--- src/hw/vga_pkg.sv ---
package vga_pkg;

    // default 640x480 line timing, in pixel clocks
    localparam int H_VISIBLE = 640;
    localparam int H_FRONT   = 16;
    localparam int H_SYNC    = 96;
    localparam int H_BACK    = 48;

    // default frame timing, in lines
    localparam int V_VISIBLE = 480;
    localparam int V_FRONT   = 10;
    localparam int V_SYNC    = 2;
    localparam int V_BACK    = 33;

    localparam int PIXEL_DIV  = 2;   // clocks each fetched nibble stays on screen
    localparam int TURNAROUND = 16;  // bus settle time before the first write
    localparam int PIPE_DELAY = 3;   // fetch slot to gray, in clocks

    // control bits on the pin bus
    // bit 4 is spare, bits 3..0 carry the nibble
    localparam int BIT_WRITE   = 7;
    localparam int BIT_PTR_RST = 6;
    localparam int BIT_STROBE  = 5;

    // framebuffer controller states
    localparam logic [1:0] ST_READ    = 2'd0;  // display fetches
    localparam logic [1:0] ST_TURN    = 2'd1;  // bus turnaround
    localparam logic [1:0] ST_WIDLE   = 2'd2;  // write mode, waiting for host
    localparam logic [1:0] ST_WSTROBE = 2'd3;  // single write strobe

endpackage

--- src/hw/fb_ctrl.sv ---
`timescale 1ns/1ps

module fb_ctrl (
    input  logic       clk,
    input  logic       rst_n,
    input  logic       h_visible,
    input  logic       v_visible,
    input  logic       fetch_slot,
    input  logic       frame_start,
    input  logic       write_mode,
    input  logic       write_req,
    input  logic       ptr_rst,
    input  logic [3:0] write_nibble,
    output logic       write_ack,
    output logic       write_ready,
    output logic       fetch_valid,
    output logic [7:0] ram_dir,
    output logic [7:0] ram_dout
);
    import vga_pkg::*;

    localparam int TW = $clog2(TURNAROUND);

    logic [1:0]    state;
    logic [TW-1:0] turn_cnt;
    logic          read_strobe;
    logic          write_bit;
    logic          data_drive;
    logic          strobe;
    logic          ptr_bit;

    always_ff @(posedge clk) begin
        if (!rst_n) begin
            state       <= ST_READ;
            turn_cnt    <= '0;
            read_strobe <= 1'b0;
            fetch_valid <= 1'b0;
            write_ack   <= 1'b0;
        end else begin
            read_strobe <= 1'b0;
            fetch_valid <= read_strobe;  // ram registers the nibble on the strobe clock

            if (!write_req) begin
                write_ack <= 1'b0;  // phase four of the handshake
            end

            case (state)
                ST_READ: begin
                    if (write_mode) begin
                        state    <= ST_TURN;
                        // the entry clock counts as the first turnaround cycle
                        turn_cnt <= TW'(TURNAROUND - 2);
                    end else begin
                        read_strobe <= fetch_slot && h_visible && v_visible;
                    end
                end

                ST_TURN: begin
                    if (!write_mode) begin
                        state <= ST_READ;
                    end else if (turn_cnt == '0) begin
                        state <= ST_WIDLE;
                    end else begin
                        turn_cnt <= turn_cnt - 1'b1;
                    end
                end

                ST_WIDLE: begin
                    if (!write_mode) begin
                        state <= ST_READ;  // fetches pick up at the next slot
                    end else if (write_req && !write_ack) begin
                        state <= ST_WSTROBE;
                    end
                end

                ST_WSTROBE: begin
                    write_ack <= 1'b1;
                    state     <= write_mode ? ST_WIDLE : ST_READ;
                end

                default: begin
                    state <= ST_READ;
                end
            endcase
        end
    end

    assign write_bit   = (state != ST_READ);
    assign data_drive  = (state == ST_WIDLE) || (state == ST_WSTROBE);
    assign write_ready = data_drive;
    assign strobe      = read_strobe || (state == ST_WSTROBE);

    // pointer restarts with each frame, or on host request in write mode
    assign ptr_bit = write_bit ? ptr_rst : frame_start;

    // control pins always out, data pins only once the bus has turned
    assign ram_dir = {4'hf, {4{data_drive}}};

    always_comb begin
        ram_dout              = 8'h00;
        ram_dout[3:0]         = write_nibble;
        ram_dout[BIT_WRITE]   = write_bit;
        ram_dout[BIT_PTR_RST] = ptr_bit;
        ram_dout[BIT_STROBE]  = strobe;
    end

endmodule

--- src/hw/pixel_pipe.sv ---
`timescale 1ns/1ps

module pixel_pipe (
    input  logic       clk,
    input  logic       rst_n,
    input  logic [7:0] ram_din,
    input  logic       fetch_valid,
    input  logic       h_sync,
    input  logic       v_sync,
    input  logic       h_visible,
    input  logic       v_visible,
    input  logic       write_ready,
    output logic       hsync,
    output logic       vsync,
    output logic       de,
    output logic [3:0] gray
);
    import vga_pkg::*;

    localparam int HW = $clog2(PIXEL_DIV + 1);

    logic [PIPE_DELAY-1:0] hsync_dly;
    logic [PIPE_DELAY-1:0] vsync_dly;
    logic [PIPE_DELAY-1:0] de_dly;
    logic [3:0]            pixel;
    logic [HW-1:0]         hold_cnt;

    // syncs and enable ride alongside the fetch
    always_ff @(posedge clk) begin
        if (!rst_n) begin
            hsync_dly <= '0;
            vsync_dly <= '0;
            de_dly    <= '0;
        end else begin
            hsync_dly <= {hsync_dly[PIPE_DELAY-2:0], h_sync};
            vsync_dly <= {vsync_dly[PIPE_DELAY-2:0], v_sync};
            de_dly    <= {de_dly[PIPE_DELAY-2:0], h_visible && v_visible};
        end
    end

    always_ff @(posedge clk) begin
        if (fetch_valid) begin
            pixel <= ram_din[3:0];
        end
    end

    // each nibble is good for PIXEL_DIV clocks, then goes stale
    always_ff @(posedge clk) begin
        if (!rst_n) begin
            hold_cnt <= '0;
        end else if (fetch_valid) begin
            hold_cnt <= HW'(PIXEL_DIV);
        end else if (hold_cnt != '0) begin
            hold_cnt <= hold_cnt - 1'b1;
        end
    end

    assign hsync = hsync_dly[PIPE_DELAY-1];
    assign vsync = vsync_dly[PIPE_DELAY-1];
    assign de    = de_dly[PIPE_DELAY-1];

    // black outside the picture, during turnaround and in write mode
    assign gray = (de && (hold_cnt != '0) && !write_ready) ? pixel : 4'h0;

endmodule

--- src/hw/vga_fb_top.sv ---
`timescale 1ns/1ps

module vga_fb_top #(
    parameter int H_VISIBLE = vga_pkg::H_VISIBLE,
    parameter int H_FRONT   = vga_pkg::H_FRONT,
    parameter int H_SYNC    = vga_pkg::H_SYNC,
    parameter int H_BACK    = vga_pkg::H_BACK,
    parameter int V_VISIBLE = vga_pkg::V_VISIBLE,
    parameter int V_FRONT   = vga_pkg::V_FRONT,
    parameter int V_SYNC    = vga_pkg::V_SYNC,
    parameter int V_BACK    = vga_pkg::V_BACK
) (
    input  logic       clk,
    input  logic       rst_n,
    input  logic       write_mode,
    input  logic       write_req,
    input  logic       ptr_rst,
    input  logic [3:0] write_nibble,
    input  logic [7:0] ram_din,
    output logic       write_ack,
    output logic       write_ready,
    output logic [7:0] ram_dir,
    output logic [7:0] ram_dout,
    output logic       hsync,
    output logic       vsync,
    output logic       de,
    output logic [3:0] gray
);

    logic h_sync;
    logic v_sync;
    logic h_visible;
    logic v_visible;
    logic fetch_slot;
    logic frame_start;
    logic fetch_valid;

    vga_timing #(
        .H_VISIBLE (H_VISIBLE),
        .H_FRONT   (H_FRONT),
        .H_SYNC    (H_SYNC),
        .H_BACK    (H_BACK),
        .V_VISIBLE (V_VISIBLE),
        .V_FRONT   (V_FRONT),
        .V_SYNC    (V_SYNC),
        .V_BACK    (V_BACK)
    ) timing_i (
        .clk         (clk),
        .rst_n       (rst_n),
        .h_sync      (h_sync),
        .v_sync      (v_sync),
        .h_visible   (h_visible),
        .v_visible   (v_visible),
        .fetch_slot  (fetch_slot),
        .frame_start (frame_start)
    );

    fb_ctrl ctrl_i (
        .clk          (clk),
        .rst_n        (rst_n),
        .h_visible    (h_visible),
        .v_visible    (v_visible),
        .fetch_slot   (fetch_slot),
        .frame_start  (frame_start),
        .write_mode   (write_mode),
        .write_req    (write_req),
        .ptr_rst      (ptr_rst),
        .write_nibble (write_nibble),
        .write_ack    (write_ack),
        .write_ready  (write_ready),
        .fetch_valid  (fetch_valid),
        .ram_dir      (ram_dir),
        .ram_dout     (ram_dout)
    );

    // nibble comes back on ram_din two clocks after the slot
    pixel_pipe pipe_i (
        .clk         (clk),
        .rst_n       (rst_n),
        .ram_din     (ram_din),
        .fetch_valid (fetch_valid),
        .h_sync      (h_sync),
        .v_sync      (v_sync),
        .h_visible   (h_visible),
        .v_visible   (v_visible),
        .write_ready (write_ready),
        .hsync       (hsync),
        .vsync       (vsync),
        .de          (de),
        .gray        (gray)
    );

endmodule

--- src/hw/vga_timing.sv ---
`timescale 1ns/1ps

module vga_timing #(
    parameter int H_VISIBLE = vga_pkg::H_VISIBLE,
    parameter int H_FRONT   = vga_pkg::H_FRONT,
    parameter int H_SYNC    = vga_pkg::H_SYNC,
    parameter int H_BACK    = vga_pkg::H_BACK,
    parameter int V_VISIBLE = vga_pkg::V_VISIBLE,
    parameter int V_FRONT   = vga_pkg::V_FRONT,
    parameter int V_SYNC    = vga_pkg::V_SYNC,
    parameter int V_BACK    = vga_pkg::V_BACK
) (
    input  logic clk,
    input  logic rst_n,
    output logic h_sync,
    output logic v_sync,
    output logic h_visible,
    output logic v_visible,
    output logic fetch_slot,
    output logic frame_start
);
    import vga_pkg::*;

    localparam int H_TOTAL = H_VISIBLE + H_FRONT + H_SYNC + H_BACK;
    localparam int V_TOTAL = V_VISIBLE + V_FRONT + V_SYNC + V_BACK;
    localparam int PW      = $clog2(H_TOTAL);
    localparam int LW      = $clog2(V_TOTAL);

    logic [PW-1:0] pixel_cnt;
    logic [LW-1:0] line_cnt;
    logic          line_step;
    logic          pixel_even;

    // line count moves one pixel early so the registered flags line up
    assign line_step  = (pixel_cnt == PW'(H_TOTAL - 2));
    assign pixel_even = ((pixel_cnt % PW'(PIXEL_DIV)) == '0);

    always_ff @(posedge clk) begin
        if (!rst_n) begin
            pixel_cnt <= '0;
        end else if (pixel_cnt == PW'(H_TOTAL - 1)) begin
            pixel_cnt <= '0;
        end else begin
            pixel_cnt <= pixel_cnt + 1'b1;
        end
    end

    always_ff @(posedge clk) begin
        if (!rst_n) begin
            line_cnt <= '0;
        end else if (line_step) begin
            if (line_cnt == LW'(V_TOTAL - 1)) begin
                line_cnt <= '0;
            end else begin
                line_cnt <= line_cnt + 1'b1;
            end
        end
    end

    // all outputs one clock behind the counters
    always_ff @(posedge clk) begin
        if (!rst_n) begin
            h_sync      <= 1'b0;
            v_sync      <= 1'b0;
            h_visible   <= 1'b0;
            v_visible   <= 1'b0;
            fetch_slot  <= 1'b0;
            frame_start <= 1'b0;
        end else begin
            h_visible   <= (pixel_cnt < PW'(H_VISIBLE));
            v_visible   <= (line_cnt < LW'(V_VISIBLE));
            h_sync      <= (pixel_cnt >= PW'(H_VISIBLE + H_FRONT)) &&
                           (pixel_cnt < PW'(H_VISIBLE + H_FRONT + H_SYNC));
            v_sync      <= (line_cnt >= LW'(V_VISIBLE + V_FRONT)) &&
                           (line_cnt < LW'(V_VISIBLE + V_FRONT + V_SYNC));
            // one fetch per nibble, the pipe delay is matched downstream
            fetch_slot  <= pixel_even && (pixel_cnt < PW'(H_VISIBLE)) &&
                           (line_cnt < LW'(V_VISIBLE));
            frame_start <= (pixel_cnt == '0) && (line_cnt == '0);
        end
    end

endmodule

--- config.mk ---
export PLATFORM = sky130hd
export DESIGN_NAME = vga_fb_top
export DESIGN_NICKNAME = d
export VERILOG_FILES = /design/src/hw/vga_pkg.sv /design/src/hw/fb_ctrl.sv /design/src/hw/pixel_pipe.sv /design/src/hw/vga_fb_top.sv /design/src/hw/vga_timing.sv
export SDC_FILE = /design/constraint.sdc
export NUM_CORES = 1
export LEC_CHECK = 0
export BUFFER_PORTS_ARGS = -buffer_cell sky130_fd_sc_hd__buf_2
export CAP_MARGIN = 20
export CORE_MARGIN = 10
export CORE_UTILIZATION = 55
export CTS_CLUSTER_SIZE = 25
export DETAILED_ROUTE_END_ITERATION = 8
export GPL_TIMING_DRIVEN = 0
export PLACE_DENSITY = 0.79
export REMOVE_ABC_BUFFERS = 1
export SKIP_LAST_GASP = 1
export SLEW_MARGIN = 20
export SYNTH_ARGS = -nofsm -noshare
export SYNTH_HDL_FRONTEND = slang
export SYNTH_SLANG_ARGS = --single-unit
--- constraint.sdc ---
create_clock -name clk -period 4.9 [get_ports clk]
set_clock_uncertainty 0.15 [all_clocks]
set_input_delay 0.98 -clock clk [delete_from_list [all_inputs] [get_ports clk]]
set_output_delay 0.98 -clock clk [all_outputs]
set_load 0.05 [all_outputs]
==> results.py, run 1 <==
metrics = {
    "status": {
        "outcome": "completed",
    },
    "placement": {
        "hpwl_um": 2690,
        "port-buffer-count": 24,
        "gp_congestion": 0.820,
    },
    "critical_path": {
        "max_stage_delay_ps": 520,
        "critical-path-top-delay-family": "flip-flops",
        "worstPathArrival_ps": 1580,
        "endpoint_kind": "output pin",
        "slowest_stage": "dfxtp_1",
        "startpoint_type": "flop",
        "path_max_fanout": 12,
        "crit_required_ps": 3770,
        "path_cells": "nor2_1 > inv_1 > mux2_2 > buf_2",
        "path_class": "flop to output pin",
        "path_buf_inv": 2,
    },
    "synthesis": {
        "ys_types": 44,
        "ys_warn_count": 0,
        "synth_edf_count": 4,
        "synth_area_um2": 2220,
        "syn_avg_cell_area_um2": 9.35,
        "synth-seq-area-share": 0.468,
        "syn_inst": 238,
        "async_flop_share": 0,
        "ys_ff_latch": 50,
        "synthFlopType": "dfxtp_1",
    },
    "sta": {
        "fin_crit_ps": 2710,
        "slew_violations": 0,
        "timing.final.crit_share": 0.552,
        "finalSetupTns_ps": 0,
        "hold_violations": 0,
        "slew_headroom": 0.452,
        "rsz0062_at_grt": "false",
        "fmax_ghz": 0.370,
        "worst_slew_pin_slew_ps": 815,
        "setup_viol": 0,
    },
    "grt": {
        "grt_use_total": 0.111,
        "antenna_found_initial": 0,
        "overflow": 0,
        "grt_max_degree": 28,
        "grt_pass1_vias": 1484,
        "grt_pass1_wl_um": 6680,
    },
    "clock_network": {
        "clkTransAtPathRegs_ps": 90,
        "cts-root-buf": "clkbuf_8",
        "cts_buffers": 5,
        "cts.sinks": 50,
        "clk_latency_ps": 300,
        "cts_resized": 0,
        "cts.path.max_buffers": 2,
        "htreeDepth": 2,
        "post_cts_buffers": 0,
        "cts_tree": "done",
        "holdBufCountCts": 0,
    },
    "route": {
        "drtAntennaViolNets": 0,
        "routed_wl_um": 3690,
        "routed-via-count": 1546,
        "drc_errors": 0,
        "post_drt_wl_per_cell_um": 12.3,
        "first_iter_violations": 81,
        "drtPass1Iterations": 4,
        "post_drt_via_cell_ratio": 5.14,
    },
    "power": {
        "power.density_nw_per_um2": 308,
        "p_leak_nw": 0.971,
        "finalPower_mw": 0.729,
        "peakVddDrop_v": 0.000173,
        "p_sw_mw": 0.177,
        "combPwrFrac": 0.080,
        "seqPwrFrac": 0.587,
        "pwr-share-clk": 0.333,
        "cell_internal_pwr_mw": 0.552,
        "swShare": 0.242,
    },
    "die": {
        "ios": 42,
        "start_util": 0.560,
        "die_y_um": 83.6,
        "die_x_um": 83.6,
        "std_cell_rows": 23,
        "core_um2": 3970,
        "die_area_um2": 6990,
    },
    "cells_and_area": {
        "drive_above_1_share": 0.163,
        "diodes": 0,
        "syn_to_final_growth_pct": 6.52,
        "nFillCells": 345,
        "finalNetCount": 274,
    },
    "hold_path": {
        "hold_path_class": "flop to flop",
    },
    "job": {
        "maxCapViolCount": 0,
    },
}
[through the flow]
step | worst slack, ps | utilization | std cells | area [um2] | hold WS, ps
2_1_floorplan | 600 | - | 219 | 2090 | 262
3_3_place_gp | 2240 | 0.573 | 293 | 2270 | 264
3_5_place_dp | 2230 | 0.573 | 293 | 2270 | 267
4_1_cts | 2170 | 0.597 | 301 | 2370 | 287
5_1_grt | 2060 | 0.597 | 301 | 2370 | 303
6_report | 2190 | 0.597 | 301 | 2370 | 288
[area by class of cell]
class / count / area [um2] / share of cell area
well taps: 50 / 62.6 / 0.0264
multi-input cells: 152 / 987 / 0.417
flip-flops and latches: 50 / 1040 / 0.439
clock inverters: 2 / 12.5 / 0.00528
repair buffers: 24 / 120 / 0.0507
clock buffers: 6 / 82.6 / 0.0348
inverters: 17 / 63.8 / 0.0269
[worst register-to-register path, cell delays in order, from the launching register on]
cell,delay [ps]
dfxtp_1,350
inv_1,110
ha_1,170
nand4_2,180
or4_1,570
o31ai_4,430
nor2_1,100
[power groups by stage]
stage | clock network [mW] | logic (mW) | registers (mW)
floorplan | 0 | 0.0405 | 0.440
global placement | 0 | 0.0583 | 0.437
detailed placement | 0 | 0.0591 | 0.437
CTS | 0.250 | 0.0592 | 0.428
global route | 0.267 | 0.0651 | 0.429
finish | 0.243 | 0.0586 | 0.428
[cell usage after synthesis, drive strengths merged, types with 2 or more instances]
master	number	area (um2)
dfxtp	46	921
nor2	24	90.1
inv	17	63.8
buf	16	120
and2	13	81.3
a21oi	10	50.1
nand2	9	33.8
o21ai	8	40.0
xor2	8	70.1
ha	7	87.6
nand3	7	35.0
nand4	7	50.1
clkbuf	6	23.8
nor4	6	37.5
or3	6	37.5
xnor2	5	43.8
and3	4	25.0
edfxtp	4	120
or4	4	41.3
nand3b	3	22.5
nor2b	3	18.8
nor3	3	15.0
a21boi	2	15.0
conb	2	7.51
nor4bb	2	20.0
o31ai	2	28.8
[layout by cell type, fill, tap and decap left out, types with 4 or more instances in the layout]
| cell type | count |
|---|---|
| o21ai_0 | 8 |
| clkbuf_8 | 6 |
| nand2_1 | 9 |
| conb_1 | 5 |
| buf_2 | 24 |
| a21oi_1 | 10 |
| and3_1 | 4 |
| nor2_1 | 24 |
| nand4_1 | 6 |
| or3_1 | 6 |
| nor4_1 | 6 |
| ha_1 | 7 |
| xor2_1 | 8 |
| nand3_1 | 7 |
| edfxtp_1 | 4 |
| dfxtp_1 | 46 |
| xnor2_1 | 5 |
| and2_1 | 13 |
| inv_1 | 17 |
[worst paths after layout]
| path | startpoint | to | slack (ps) | cells past startpoint |
|---|---|---|---|---|
| setup reg to reg | timing_i.pixel_cnt[0] | timing_i.line_cnt[1] | 2710 | 6 |
| hold / removal | pipe_i.de_dly[1] | pipe_i.de_dly[2] | 290 | 1 |
| hold reg to reg | pipe_i.de_dly[1] | pipe_i.de_dly[2] | 290 | 1 |
| setup / recovery | ctrl_i.state[1] | ram_dout[6] | 2190 | 4 |
[kinds of logic (layout without fill, tap and decap cells)]
family	after synthesis	count (layout)	synth area share
other cells	2	5	0.00338
simple gates	99	99	0.260
mux	2	2	0.00956
flops	50	50	0.468
compound gates	26	26	0.0748
xor+xnor	13	13	0.0512
buf+inv	39	49	0.0934
fa+ha+maj	7	7	0.0394
[state kept, by name (all words and copies together) (netlist names), 2 cells and up]
signal and flops:
pipe_i.de_dly 3, timing_i.line_cnt 10, pipe_i.vsync_dly 3, pipe_i.hold_cnt 2, ctrl_i.turn_cnt 4, pipe_i.hsync_dly 3, ctrl_i.state 2, pipe_i.pixel 4
timing_i.pixel_cnt 10
[metal layers]
metal | up-vias | wire (um) | global-route usage
li1 | 817 | - | -
met1 | 686 | 1850 | 0.131
met2 | 39 | 1590 | 0.174
met3 | 4 | 213 | 0.0469
met4 | 0 | 36 | 0.0411
met5 | - | 0 | 0
No activity file was read; power rests on OpenSTA's default activity.
==> run 2: changes to the inputs <==
- ABC_AREA: default -> 1
- clock period: 4.9 -> 2.8 ns (I/O delays scaled with it)
==> results.py, run 2 <==
metrics = {
    "clock_network": {
        "cts-root-buf": "clkbuf_8",
        "cts_resized": 0,
        "holdBufCountCts": 0,
        "htreeDepth": 2,
        "post_cts_buffers": 0,
        "clk_latency_ps": 310,
        "cts_tree": "done",
        "clkTransAtPathRegs_ps": 100,
        "cts.sinks": 50,
        "cts_buffers": 5,
        "cts.path.max_buffers": 2,
    },
    "synthesis": {
        "syn_inst": 318,
        "async_flop_share": 0,
        "synth_top_area_cell": "dfxtp_1",
        "synth_area_um2": 2390,
        "synth_edf_count": 4,
        "yosysMostFrequentCell": "nand2_1",
        "ys_warn_count": 0,
        "ys_ff_latch": 50,
        "ys_top_cells_by_count": "nand2_1 (64), dfxtp_1 (46), inv_1 (45)",
        "synth_area_leaders": "dfxtp_1 (39%), nand2_1 (10%), inv_1 (7.1%)",
        "ys_types": 33,
        "synthFlopType": "dfxtp_1",
        "synth_top_cell_area_share": 0.386,
        "synth-seq-area-share": 0.436,
        "syn_avg_cell_area_um2": 7.50,
    },
    "sta": {
        "worst_slew_pin_slew_ps": 536,
        "slew_violations": 0,
        "timing.final.crit_share": 0.751,
        "finalSetupTns_ps": 0,
        "slew_headroom": 0.643,
        "fin_crit_ps": 2100,
        "rsz0062_at_grt": "false",
        "setup_viol": 0,
        "hold_violations": 0,
        "fmax_ghz": 0.476,
    },
    "cells_and_area": {
        "final_common_cell": "nand2_1",
        "seqCellArea_um2": 1040,
        "final_cell_mix": "nand2_1 (64), dfxtp_1 (46), inv_1 (45)",
        "finalNetCount": 355,
        "diodes": 0,
        "drive_above_1_share": 0.181,
        "top_regs": "timing_i.line_cnt: 10 flops, timing_i.pixel_cnt: 10 flops",
        "nFillCells": 378,
        "syn_to_final_growth_pct": 6.08,
        "post-route-util": 0.619,
        "multi_input_area_um2": 1010,
    },
    "critical_path": {
        "startpoint_type": "flop",
        "crit_required_ps": 2090,
        "path_max_fanout": 9,
        "endpoint_kind": "output pin",
        "worstPathArrival_ps": 1390,
        "path_class": "flop to output pin",
    },
    "job": {
        "maxCapViolCount": 0,
    },
    "power": {
        "p_leak_nw": 1.19,
        "power.density_nw_per_um2": 545,
        "peakVddDrop_v": 0.000320,
    },
    "status": {
        "outcome": "completed",
    },
    "grt": {
        "grt_use_total": 0.119,
        "grt_max_degree": 19,
        "grt_pass1_vias": 1741,
        "antenna_found_initial": 0,
        "grt_pass1_wl_um": 7300,
        "overflow": 0,
    },
    "die": {
        "die_x_um": 85.9,
        "die_y_um": 85.9,
        "std_cell_rows": 23,
        "core_um2": 4090,
        "ios": 42,
        "die_area_um2": 7370,
        "start_util": 0.584,
    },
    "route": {
        "post_drt_wl_per_cell_um": 11.1,
        "drc_errors": 0,
        "post_drt_via_cell_ratio": 4.96,
        "routed_wl_um": 4240,
        "routed-via-count": 1895,
        "first_iter_violations": 74,
        "drtAntennaViolNets": 0,
        "drtPass1Iterations": 4,
    },
    "placement": {
        "hpwl_um": 3180,
        "port-buffer-count": 24,
        "gp_congestion": 0.822,
    },
    "hold_path": {
        "hold_path_class": "input pin to flop",
    },
}
[run 2: cell count changes in the layout (fill, tap and decap cells not counted), sizes merged, moves of 8 or more]
cell   change
and2      -13
inv       +39
nand2     +57
nand3     +10
nor2      +24
nor3       +8
[run 2: power breakdown]
part	switching [mW]	internal, mW	leakage [nW]
clock	0.259	0.184	0.0491
combinational	0.130	0.0492	0.733
sequential	0.0151	0.742	0.410
total	0.404	0.975	1.19
[run 2: layout make-up]
class	count	share of cell area
sequential	50	0.411
inverter	55	0.0816
clock buffer	5	0.0272
clock inverter	3	0.0104
multi-input combinational	195	0.397
tap	50	0.0247
timing repair buffer	24	0.0475
[run 2: through the flow]
stage          worst slack, ps  area, um2  instances  hold slack [ps]  power, mW
2_1_floorplan             -915       2250        300              240      0.911
3_3_place_gp               880       2440        374              243      0.946
3_5_place_dp               856       2440        374              249      0.952
4_1_cts                    681       2530        382              252       1.40
5_1_grt                    564       2530        382              237       1.45
6_report                   698       2530        382              263       1.38
[run 2: metal layers]
metal / track usage / vias up / routed length, um
met5: 0 / - / 0
met4: 0.0404 / 0 / 49
met3: 0.0605 / 4 / 387
met2: 0.187 / 51 / 1880
met1: 0.135 / 852 / 1920
li1: - / 988 / -
[run 2: cell families (layout without fill, tap and decap cells)]
family / count (synthesis) / in the layout / synth area share
fa+ha+maj: 7 / 7 / 0.0367
buf+inv: 76 / 87 / 0.147
other cells: 2 / 5 / 0.00315
flops: 50 / 50 / 0.436
xor+xnor: 4 / 4 / 0.0147
simple gates: 156 / 156 / 0.311
compound gates: 23 / 23 / 0.0514
[run 2: critical path, cell delays in order, from the launching register on]
cell	delay, ps
dfxtp_1	490
inv_2	80
nand2_1	120
inv_1	80
nand2_1	70
nand2_1	40
buf_2	200
[run 2: final timing paths]
path / start / to / slack, ps / cells after the start
setup / recovery: ctrl_i.state[1] / ram_dout[6] / 700 / 6
hold / removal: ram_din[3] / pipe_i.pixel[3] / 260 / 1
setup reg to reg: timing_i.pixel_cnt[0] / timing_i.line_cnt[3] / 1060 / 9
hold reg to reg: timing_i.v_sync / pipe_i.vsync_dly[0] / 270 / 2
==> run 3: changes to the inputs <==
- ABC_AREA: 1 -> 0
- CORE_UTILIZATION: 55 -> 49
- PLACE_DENSITY: 0.79 -> 0.75
- clock period: 2.8 -> 1.92 ns (I/O delays scaled with it)
==> results.py, run 3 (same netlist as run 1, synthesis figures left out) <==
metrics = {
    "critical_path": {
        "endpoint_kind": "flop",
        "worstPathArrival_ps": 2070,
        "path_buf_inv": 1,
        "slowest_stage": "or4_4",
        "path_max_fanout": 6,
        "crit_required_ps": 2010,
        "max_stage_delay_ps": 590,
        "startpoint_type": "flop",
        "critical-path-top-delay-family": "simple AND/OR/NAND/NOR gates",
        "reg2reg_slack_ps": -60,
        "path_class": "flop to flop",
        "path_cells": "buf_6 > nand4bb_1 > or4_4 > or3_4 > a21oi_2",
    },
    "route": {
        "drtPass1Iterations": 4,
        "drtAntennaViolNets": 0,
        "drc_errors": 0,
        "routed_wl_um": 4830,
        "first_iter_violations": 88,
        "post_drt_via_cell_ratio": 5.30,
        "post_drt_wl_per_cell_um": 14.9,
        "routed-via-count": 1724,
    },
    "sta": {
        "fmax_ghz": 0.505,
        "fin_crit_ps": 1980,
        "hold_violations": 0,
        "worst_slack_ps": -61.0,
        "timing.final.crit_share": 1.03,
        "setup_viol": 8,
        "slew_violations": 0,
        "rsz0062_at_grt": "true",
    },
    "power": {
        "p_sw_mw": 0.473,
        "swShare": 0.237,
        "p_leak_nw": 1.12,
        "pwr-share-clk": 0.363,
        "combPwrFrac": 0.092,
        "cell_internal_pwr_mw": 1.53,
        "power.density_nw_per_um2": 733,
        "peakVddDrop_v": 0.000555,
        "seqPwrFrac": 0.545,
    },
    "cells_and_area": {
        "diodes": 0,
        "final_cell_mix": "dfxtp_1 (35), buf_2 (23), nor2_1 (21)",
        "finalNetCount": 296,
        "final_common_cell": "dfxtp_1",
        "post-route-cell-area_um2": 2730,
        "fin_cells": 325,
        "nFillCells": 351,
        "seqCellArea_um2": 1070,
        "syn_to_final_growth_pct": 22.6,
        "top_regs": "timing_i.line_cnt: 10 flops, timing_i.pixel_cnt: 10 flops",
        "multi_input_area_um2": 1070,
        "drive_above_1_share": 0.319,
    },
    "placement": {
        "gp_congestion": 0.882,
        "dpl.cell_count": 295,
        "dpl_cell_area_um2": 2280,
        "hpwl_um": 2750,
        "port-buffer-count": 24,
    },
    "status": {
        "violations": "negative setup slack",
        "outcome": "finished with violations",
    },
    "grt": {
        "overflow": 0,
        "grt_use_total": 0.120,
        "antenna_found_initial": 0,
        "grt_max_degree": 28,
        "grt_pass1_vias": 1641,
        "grt_pass1_wl_um": 7500,
    },
    "clock_network": {
        "holdBufCountCts": 0,
        "htreeDepth": 2,
        "cts.sinks": 50,
        "clk_latency_ps": 300,
        "clkTransAtPathRegs_ps": 90,
        "cts.path.max_buffers": 2,
        "cts-root-buf": "clkbuf_8",
        "cts_tree": "done",
        "cts_buffers": 5,
    },
    "die": {
        "start_util": 0.507,
        "ios": 42,
        "die_y_um": 87.4,
        "std_cell_rows": 24,
        "die_area_um2": 7640,
        "core_um2": 4380,
        "die_x_um": 87.4,
    },
    "job": {
        "maxCapViolCount": 0,
    },
    "hold_path": {
        "hold_path_class": "input pin to flop",
    },
}
[run 3: cell types whose count changed in the layout (fill, tap and decap cells not counted), sizes merged, moves of 10 or more]
| cell | delta |
|---|---|
| inv | -39 |
| nand2 | -57 |
| buf | +22 |
| and2 | +13 |
| nand3 | -10 |
| nor2 | -24 |
[run 3: per-stage QoR]
step	hold slack (ps)	total power [mW]	util	setup slack (ps)	TNS (ps)
after floorplan	262	1.23	-	-1780	-18870
after global placement	263	1.26	0.519	-227	-2180
after detailed placement	267	1.27	0.519	-291	-2850
after CTS	108	2.01	0.598	-83.7	-671
after global routing	108	2.06	0.622	-110	-750
final	106	2.00	0.622	-61.0	-330
[run 3: worst paths after layout]
| check | startpoint | to | depth (start not counted) |
|---|---|---|---|
| max reg2reg | timing_i.pixel_cnt[5] | timing_i.line_cnt[9] | 5 |
| max | timing_i.pixel_cnt[5] | timing_i.line_cnt[9] | 5 |
| min | ram_din[2] | pipe_i.pixel[2] | 1 |
| min reg2reg | pipe_i.de_dly[1] | pipe_i.de_dly[2] | 1 |
[run 3: layer usage]
| metal | vias to the layer above | routed length, um | GRT usage |
|---|---|---|---|
| met5 | - | 0 | 0 |
| met4 | 0 | 57 | 0.0435 |
| met3 | 8 | 293 | 0.0356 |
| met2 | 48 | 2500 | 0.208 |
| met1 | 806 | 1980 | 0.135 |
| li1 | 862 | - | - |
[run 3: what timing repair did]
item	4_1_cts	5_1_grt
setup buffers	11	11
setup endpoints to repair	22	18
cloned	1	0
resized for setup	31	16
pin swaps	9	12
[run 3: cell type report]
class / count / area share
Multi-Input combinational cell: 152 / 0.394
Sequential cell: 50 / 0.392
Timing Repair Buffer: 46 / 0.126
Clock buffer: 6 / 0.0266
Inverter: 17 / 0.0243
Tap cell: 52 / 0.0239
Clock inverter: 2 / 0.0138
[run 3: power groups by stage]
| stage | Clock, mW | Combinational (mW) | Sequential, mW |
|---|---|---|---|
| 6_report | 0.726 | 0.185 | 1.09 |
| 5_1_grt | 0.763 | 0.202 | 1.09 |
| 4_1_cts | 0.736 | 0.184 | 1.09 |
| 3_5_place_dp | 0 | 0.153 | 1.12 |
| 3_3_place_gp | 0 | 0.149 | 1.12 |
| 2_1_floorplan | 0 | 0.103 | 1.12 |
